`config.mk`:
```
export PLATFORM = sky130hd
export DESIGN_NAME = csi2_rx_top
export DESIGN_NICKNAME = d
export VERILOG_FILES = /design/src/csi2_hdr_pkg.sv /design/src/csi2_stream_pkg.sv /design/src/csi2_frame_tracker.sv /design/src/csi2_hdr_ecc.sv /design/src/csi2_pkt_handler.sv /design/src/csi2_rx_top.sv
export VERILOG_INCLUDE_DIRS = /design/src
export SDC_FILE = /design/constraint.sdc
export NUM_CORES = 1
export LEC_CHECK = 0
export BUFFER_PORTS_ARGS = -buffer_cell sky130_fd_sc_hd__buf_2
export CAP_MARGIN = 15
export CORE_MARGIN = 4
export CORE_UTILIZATION = 45
export DETAILED_ROUTE_END_ITERATION = 12
export GPL_TIMING_DRIVEN = 0
export PLACE_DENSITY = 0.67
export SLEW_MARGIN = 0
export SYNTH_ARGS = -nofsm -noshare
export SYNTH_HDL_FRONTEND = slang
export SYNTH_SLANG_ARGS = --single-unit
```
`constraint.sdc`:
```
create_clock -name clk_i -period 4.8 [get_ports clk_i]
set_clock_uncertainty 0.05 [all_clocks]
set_input_delay 0.24 -clock clk_i [delete_from_list [all_inputs] [get_ports clk_i]]
set_output_delay 0.24 -clock clk_i [all_outputs]
set_load 0.05 [all_outputs]
```
`src/csi2_cfg.svh`:
```
`ifndef CSI2_CFG_SVH
`define CSI2_CFG_SVH

// Short packet data types handled by the frame tracker
`define CSI2_DT_FS        6'h00
`define CSI2_DT_FE        6'h01

// Data types from this code upwards announce a long packet
`define CSI2_DT_LONG_MIN  6'h10

// Width of the long packet count kept per frame
`define CSI2_FRAME_CNT_W  16

`endif

```
`src/csi2_hdr_pkg.sv`:
```
`default_nettype none

package csi2_hdr_pkg;

  // Header fields
  typedef logic [1:0]  vc_t;
  typedef logic [5:0]  dt_t;
  typedef logic [15:0] wc_t;

  // Field order follows the header layout, so a cast of bits 23:0 fills the struct
  typedef struct packed {
    wc_t data;
    vc_t vc;
    dt_t dt;
  } short_pkt_t;

  typedef struct packed {
    wc_t wc;
    vc_t vc;
    dt_t dt;
  } long_hdr_t;

endpackage

`default_nettype wire

```
`src/csi2_stream_pkg.sv`:
```
`default_nettype none

package csi2_stream_pkg;

  typedef logic [31:0] word_t;
  typedef logic [3:0]  be_t;

  // Word as seen after the header ECC check
  typedef struct packed {
    logic  valid;
    word_t data;
    logic  error;
    logic  corrected;
  } link_word_t;

  // Payload beat; its valid strobe travels beside it
  typedef struct packed {
    word_t data;
    be_t   be;
    logic  eop;
  } payload_t;

endpackage

`default_nettype wire

```
`src/csi2_frame_tracker.sv`:
```
`timescale 1ns/1ns
`default_nettype none
`include "csi2_cfg.svh"

module csi2_frame_tracker
  import csi2_hdr_pkg::*;
(
  input  wire                          clk_i,
  input  wire                          rst_i,
  input  wire                          short_pkt_valid_i,
  input  wire short_pkt_t              short_pkt_i,
  input  wire                          long_hdr_valid_i,
  output logic                         frame_active_o,
  output logic                         frame_done_o,
  output logic [`CSI2_FRAME_CNT_W-1:0] frame_lines_o
);

  typedef enum logic {
    IDLE,
    IN_FRAME
  } state_t;

  state_t                        state;
  logic                          long_d1;
  logic                          long_rise;
  logic                          is_fs;
  logic                          is_fe;
  logic [`CSI2_FRAME_CNT_W-1:0]  line_cnt;

  // The long header valid is a level, one rise per packet
  assign long_rise = long_hdr_valid_i && !long_d1;
  assign is_fs     = short_pkt_valid_i && (short_pkt_i.dt == `CSI2_DT_FS);
  assign is_fe     = short_pkt_valid_i && (short_pkt_i.dt == `CSI2_DT_FE);

  assign frame_active_o = (state == IN_FRAME);

  always_ff @(posedge clk_i)
  begin
    if (rst_i)
    begin
      state        <= IDLE;
      long_d1      <= 1'b0;
      line_cnt     <= '0;
      frame_done_o <= 1'b0;
    end
    else
    begin
      long_d1      <= long_hdr_valid_i;
      frame_done_o <= 1'b0;
      case (state)
        IDLE:
        begin
          if (is_fs)
          begin
            state    <= IN_FRAME;
            line_cnt <= '0;
          end
        end
        IN_FRAME:
        begin
          // A repeated Frame Start restarts the count
          if (is_fs)
            line_cnt <= '0;
          else if (is_fe)
          begin
            frame_done_o <= 1'b1;
            state        <= IDLE;
          end
          else if (long_rise)
            line_cnt <= line_cnt + 1'b1;
        end
        default: state <= IDLE;
      endcase
    end
  end

  always_ff @(posedge clk_i)
  begin
    if (is_fe && frame_active_o)
      frame_lines_o <= line_cnt;
  end

endmodule

`default_nettype wire

```
`src/csi2_hdr_ecc.sv`:
```
`timescale 1ns/1ns
`default_nettype none

module csi2_hdr_ecc
  import csi2_stream_pkg::*;
(
  input  wire        clk_i,
  input  wire        rst_i,
  input  wire        valid_i,
  input  wire word_t data_i,
  output link_word_t word_o
);

  // Parity column of each header data bit, P5 in the top bit
  localparam logic [5:0] ECC_COL [24] = '{
    6'h07, 6'h0b, 6'h0d, 6'h0e, 6'h13, 6'h15, 6'h16, 6'h19,
    6'h1a, 6'h1c, 6'h23, 6'h25, 6'h26, 6'h29, 6'h2a, 6'h2c,
    6'h31, 6'h32, 6'h34, 6'h38, 6'h1f, 6'h2f, 6'h37, 6'h3b
  };

  function automatic logic [5:0] calc_ecc(input logic [23:0] hdr);
    logic [5:0] ecc;
    ecc = '0;
    for (int i = 0; i < 24; i++)
    begin
      if (hdr[i])
        ecc = ecc ^ ECC_COL[i];
    end
    return ecc;
  endfunction

  logic [5:0]  syndrome;
  logic [23:0] flip;
  logic        data_err;
  logic        parity_err;
  logic        hdr_cand;

  always_comb
  begin
    syndrome = calc_ecc(data_i[23:0]) ^ data_i[29:24];
    flip     = '0;
    // At most one column can match the syndrome
    for (int i = 0; i < 24; i++)
    begin
      if (syndrome == ECC_COL[i])
        flip[i] = 1'b1;
    end
  end

  assign data_err   = |flip;
  assign parity_err = $onehot(syndrome);

  // Only the first word of a burst can be a header, and a header has bits 31:30 clear.
  // Payload words keep their bits; their flags are ignored downstream
  assign hdr_cand = valid_i && !word_o.valid && (data_i[31:30] == 2'b00);

  always_ff @(posedge clk_i)
  begin
    if (hdr_cand)
      word_o.data <= data_i ^ {8'h00, flip};
    else
      word_o.data <= data_i;
    word_o.error     <= valid_i && (syndrome != 6'h00);
    word_o.corrected <= valid_i && (data_err || parity_err);
    if (rst_i)
      word_o.valid <= 1'b0;
    else
      word_o.valid <= valid_i;
  end

endmodule

`default_nettype wire

```
`src/csi2_pkt_handler.sv`:
```
`timescale 1ns/1ns
`default_nettype none
`include "csi2_cfg.svh"

module csi2_pkt_handler
  import csi2_hdr_pkg::*;
  import csi2_stream_pkg::*;
(
  input  wire             clk_i,
  input  wire             rst_i,
  input  wire link_word_t word_i,
  output logic            short_pkt_valid_o,
  output short_pkt_t      short_pkt_o,
  output logic            long_hdr_valid_o,
  output long_hdr_t       long_hdr_o,
  output logic            payload_valid_o,
  output payload_t        payload_o,
  // Tells the PHY side the packet is complete
  output logic            pkt_done_o
);

  logic  valid_d1;
  logic  done_d1;
  logic  pkt_running;
  logic  hdr_ok;
  logic  header_valid;
  logic  long_start;
  logic  short_start;
  logic  last_word;
  dt_t   hdr_dt;
  wc_t   byte_cnt;
  be_t   last_be;

  // With fewer lanes the valid strobe has holes, so a header is only
  // looked for on the first rising edge of valid
  assign hdr_dt       = word_i.data[5:0];
  assign hdr_ok       = !word_i.error || word_i.corrected;
  assign header_valid = word_i.valid && !valid_d1 && hdr_ok && !pkt_running;
  assign long_start   = header_valid && (hdr_dt >= `CSI2_DT_LONG_MIN);
  assign short_start  = header_valid && (hdr_dt < `CSI2_DT_LONG_MIN);

  always_ff @(posedge clk_i)
  begin
    if (rst_i)
    begin
      valid_d1 <= 1'b0;
      done_d1  <= 1'b0;
    end
    else
    begin
      valid_d1 <= word_i.valid;
      done_d1  <= pkt_done_o;
    end
  end

  // Only long packets have a body to run through
  always_ff @(posedge clk_i)
  begin
    if (rst_i)
      pkt_running <= 1'b0;
    else if (long_start)
      pkt_running <= 1'b1;
    else if (pkt_done_o)
      pkt_running <= 1'b0;
  end

  // Payload is counted in whole words
  always_ff @(posedge clk_i)
  begin
    if (rst_i)
      byte_cnt <= '0;
    else if (pkt_done_o)
      byte_cnt <= '0;
    else if (word_i.valid && pkt_running)
      byte_cnt <= byte_cnt + 16'd4;
  end

  assign last_word  = ({1'b0, byte_cnt} + 17'd4) >= {1'b0, long_hdr_o.wc};
  assign pkt_done_o = last_word && pkt_running && word_i.valid;

  // Last word keeps the low wc mod 4 bytes, or all of them
  always_comb
  begin
    if (long_hdr_o.wc[1:0] == 2'd0)
      last_be = 4'hf;
    else
    begin
      for (int i = 0; i < 4; i++)
        last_be[i] = long_hdr_o.wc[1:0] > 2'(i);
    end
  end

  // Short packets
  always_ff @(posedge clk_i)
  begin
    if (rst_i)
      short_pkt_valid_o <= 1'b0;
    else
      short_pkt_valid_o <= short_start;
  end

  always_ff @(posedge clk_i)
  begin
    if (short_start)
      short_pkt_o <= short_pkt_t'(word_i.data[23:0]);
  end

  // Long header stays up until the cycle after done
  always_ff @(posedge clk_i)
  begin
    if (rst_i)
      long_hdr_valid_o <= 1'b0;
    else if (long_start)
      long_hdr_valid_o <= 1'b1;
    else if (done_d1)
      long_hdr_valid_o <= 1'b0;
  end

  always_ff @(posedge clk_i)
  begin
    if (long_start)
      long_hdr_o <= long_hdr_t'(word_i.data[23:0]);
  end

  // Payload stream
  always_ff @(posedge clk_i)
  begin
    if (rst_i)
      payload_valid_o <= 1'b0;
    else
      payload_valid_o <= word_i.valid && pkt_running;
  end

  always_ff @(posedge clk_i)
  begin
    payload_o.data <= word_i.data;
    payload_o.be   <= pkt_done_o ? last_be : 4'hf;
    payload_o.eop  <= pkt_done_o;
  end

endmodule

`default_nettype wire

```
`src/csi2_rx_top.sv`:
```
`timescale 1ns/1ns
`default_nettype none
`include "csi2_cfg.svh"

module csi2_rx_top
  import csi2_hdr_pkg::*;
  import csi2_stream_pkg::*;
(
  input  wire                          clk_i,
  input  wire                          rst_i,
  input  wire                          valid_i,
  input  wire word_t                   data_i,
  output logic                         short_pkt_valid_o,
  output short_pkt_t                   short_pkt_o,
  output logic                         long_hdr_valid_o,
  output long_hdr_t                    long_hdr_o,
  output logic                         payload_valid_o,
  output payload_t                     payload_o,
  output logic                         pkt_done_o,
  output logic                         frame_active_o,
  output logic                         frame_done_o,
  output logic [`CSI2_FRAME_CNT_W-1:0] frame_lines_o
);

  link_word_t link_word;

  csi2_hdr_ecc csi2_hdr_ecc_i (
    .clk_i   (clk_i),
    .rst_i   (rst_i),
    .valid_i (valid_i),
    .data_i  (data_i),
    .word_o  (link_word)
  );

  csi2_pkt_handler csi2_pkt_handler_i (
    .clk_i             (clk_i),
    .rst_i             (rst_i),
    .word_i            (link_word),
    .short_pkt_valid_o (short_pkt_valid_o),
    .short_pkt_o       (short_pkt_o),
    .long_hdr_valid_o  (long_hdr_valid_o),
    .long_hdr_o        (long_hdr_o),
    .payload_valid_o   (payload_valid_o),
    .payload_o         (payload_o),
    .pkt_done_o        (pkt_done_o)
  );

  // Frame accounting runs off the handler's header strobes
  csi2_frame_tracker csi2_frame_tracker_i (
    .clk_i             (clk_i),
    .rst_i             (rst_i),
    .short_pkt_valid_i (short_pkt_valid_o),
    .short_pkt_i       (short_pkt_o),
    .long_hdr_valid_i  (long_hdr_valid_o),
    .frame_active_o    (frame_active_o),
    .frame_done_o      (frame_done_o),
    .frame_lines_o     (frame_lines_o)
  );

endmodule

`default_nettype wire

```
==> reports/metrics.cfg <==
[status]
status = finished, final reports clean

[sta]
min_period_ns = 4.36
max_freq_mhz = 229
fin_tns_setup_ns = 0
rsz0062_at_grt = no
fin_crit_sh = 0.908
worst_pin_slew_ns = 0.769
maxSlewHeadroom = 0.487
slew_viol_final = 0
hold_viol = 0
setup_viol = 0

[logic_synthesis]
seq_area_frac_synth = 0.587
synth_top_cell_by_area = dfxtp_1
yosysWarnings = 0
syn_nets = 648
syn_area_sq_um = 7060
synth-edff-count = 64
synth.distinct_cells = 63
synthFlopType = dfxtp_1
async_flop_share = 0
ys_ff_latch = 175
synth_cells = 590
yosys-top-cells-area = dfxtp_1 31%, edfxtp_1 27%, xnor2_1 8.6%, ha_1 3.9%, xor2_1 3.7%
synth_top_area_frac = 0.315
syn_area_per_cell_sq_um = 12.0

[worst_setup_path]
cp_slowest_stage_delay_ns = 0.42
required_ns = 4.51
crit_path_end_kind = output pin
crit_arrival_ns = 4.07
path_cells = ha_1 -> nand3_1 -> nor2_1 -> and3_1 -> and3_1 -> xor2_1 -> ha_1 -> nand4_1 -> a21oi_1 -> o311ai_1 -> a21boi_0 -> o41a_1 -> buf_2 -> buf_2 -> buf_2
start_kind = flip-flop
critical_path_class = reg -> out
cp_slowest_cell = o41a_1
worst-path-max-fanout = 11
cpMostUsedCell = buf_2

[global_routing]
met3_usage = 0.0480
grt_util_met1 = 0.219
grt_use_met2 = 0.308
gr-total-overflow = 0
grt_pass1_vias = 5113
track_usage = 0.179
grt_max_degree = 26
antenna_found_initial = 0
grt-busiest-layer = met2
grt_pass1_wl_microns = 25400

[clocking]
cts_tree = built
cts_setup_buffers = 0
cts_buffers = 17
clkTransAtPathRegs_ns = 0.07
cts-htree-levels = 4
cts-resized-gates = 0
cts_root_buffer = clkbuf_16
clk_latency_ns = 0.42
cts_sinks = 175
clockBufferDepth = 2

[finish]
antenna_cells = 0
syn_to_final_growth_pct = 23.8
layout_commonest_cell = buf_2
num-fill-cells = 1297
drive_gt1_frac = 0.269
multi_input_area_sq_um = 2750
nNetsFinal = 818
layout_common_cells = 143 x buf_2, 111 x dfxtp_1, 69 x xnor2_1
seq_area_sq_um = 4140
finalNonFillerCells = 984

[route]
wirelength_microns = 15200
drc = 0
vias = 4811
drtAntennaViolNets = 0
drt_first_pass_iters = 5
first_iter_violations = 341
vias_per_cell = 4.89
wl_per_cell_microns = 15.5

[place]
dpl.hpwl_microns = 11700
place.gp.congestion = 0.850
io_buffers = 140
place_inst = 943

[die]
die_area_sq_um = 17800
die_x_microns = 133
boundaryPins = 142
initial_utilization = 0.463
die_h_microns = 133
core_area_sq_um = 15300
core.rowCount = 45

[power_and_ir_drop]
peakVddDrop_uv = 291
p_leak_nw = 3.54
cellPowerDensity_nw_per_um2 = 459

[min_path]
hp-class = in -> reg

[job]
cap_violations = 0

[sequential cells by signal, indices dropped and copies added, names as in the netlist]
name	flops
csi2_pkt_handler_i.long_hdr_o	24
csi2_hdr_ecc_i.word_o	35
csi2_pkt_handler_i.short_pkt_valid_o	1
csi2_pkt_handler_i.pkt_running	1
csi2_pkt_handler_i.byte_cnt	14
csi2_frame_tracker_i.frame_lines_o	16
csi2_pkt_handler_i.valid_d1	1
csi2_frame_tracker_i.long_d1	1
csi2_pkt_handler_i.long_hdr_valid_o	1
csi2_pkt_handler_i.payload_o	37
csi2_pkt_handler_i.short_pkt_o	24
csi2_frame_tracker_i.frame_done_o	1
csi2_frame_tracker_i.line_cnt	16
csi2_pkt_handler_i.done_d1	1
csi2_pkt_handler_i.payload_valid_o	1
csi2_frame_tracker_i.frame_active_o	1
[through the flow]
step	setup WS, ns	hold WS [ns]	util	total power, W	area, sq um
after floorplan	1.49	0.218	-	0.00247	7060
after global placement	0.962	0.261	0.526	0.00267	8020
after detailed placement	0.935	0.263	0.528	0.00269	8050
after CTS	0.406	0.00810	0.571	0.00404	8710
after global routing	0.0918	0.0219	0.573	0.00422	8740
final	0.440	0.0244	0.573	0.00401	8740
[logic make-up (layout without fill, tap and decap cells)]
| logic type | after synthesis | count (layout) | synth area share |
|---|---|---|---|
| xor gates and xnor gates | 110 | 110 | 0.155 |
| muxes | 6 | 6 | 0.00904 |
| other | 1 | 1 | 0.000531 |
| DFF | 175 | 175 | 0.587 |
| buffers and inverters | 42 | 225 | 0.0245 |
| and+or+nand+nor | 174 | 174 | 0.128 |
| AOI/OAI and AO/OA | 59 | 59 | 0.0539 |
| adders and majority gates | 23 | 23 | 0.0418 |
[worst max-delay path, delay by kind of cell (launching register included)]
family          cells  cell delay (ns)
simple gates        5             1.02
compound gates      4             0.93
buf+inv             3             0.63
fa+ha+maj           2             0.50
flops               1             0.40
xor+xnor            1             0.16
[metal layers]
layer / vias up / part of all wire
li1: 2363 / -
met1: 2322 / 0.43
met2: 115 / 0.51
met3: 11 / 0.049
met4: 0 / 0.011
met5: - / 0
[power by group]
| part | internal [W] | leakage [nW] | switching (W) | total (W) |
|---|---|---|---|---|
| clock | 0.000775 | 0.270 | 0.000562 | 0.00134 |
| sequential | 0.00160 | 1.50 | 0.0000280 | 0.00163 |
| combinational | 0.000401 | 1.77 | 0.000643 | 0.00104 |
[Yosys cell counts, drive strengths merged, types with 3 or more instances]
master  instances
nor2           32
nand2b          5
and2            4
inv            25
or4             3
xnor2          77
o21ai          19
nor3           19
xor2           31
nand3          34
mux2i           6
clkbuf         11
nor4            3
ha             22
and3           10
nor2b           6
edfxtp         64
or2             4
dfxtp         111
nand3b          3
or3             9
a21oi          22
nand2          35
buf             6
a21o            3
[final timing paths]
check                                                            startpoint                                      endpoint  slack, ns  cells after the start
worst min-delay path                                             data_i[16]             csi2_hdr_ecc_i.word_o[18]$_DFF_P_       0.02                      2
worst min register to register            csi2_hdr_ecc_i.word_o[26]$_DFF_P_      csi2_pkt_handler_i.payload_o[29]$_DFF_P_       0.28                      0
worst max register to register  csi2_pkt_handler_i.byte_cnt[2]$_SDFFE_PP0P_  csi2_pkt_handler_i.byte_cnt[13]$_SDFFE_PP0P_       1.05                     15
worst max-delay path            csi2_pkt_handler_i.byte_cnt[2]$_SDFFE_PP0P_                                    pkt_done_o       0.44                     15
[timing repair]
action | in CTS | in global routing
hold buffers | 8 | 0
hold endpoints to repair | 8 | 0
setup endpoints to repair | 0 | 0
[cell type report]
| type | instances | area share |
|---|---|---|
| timing repair buffer | 151 | 0.0951 |
| clock buffer | 21 | 0.0504 |
| multi-input combinational | 373 | 0.315 |
| tap | 211 | 0.0302 |
| buffer | 17 | 0.00902 |
| sequential | 175 | 0.474 |
| inverter | 25 | 0.0107 |
| clock inverter | 11 | 0.0157 |
Note: power is estimated with default switching activity, not from simulation.
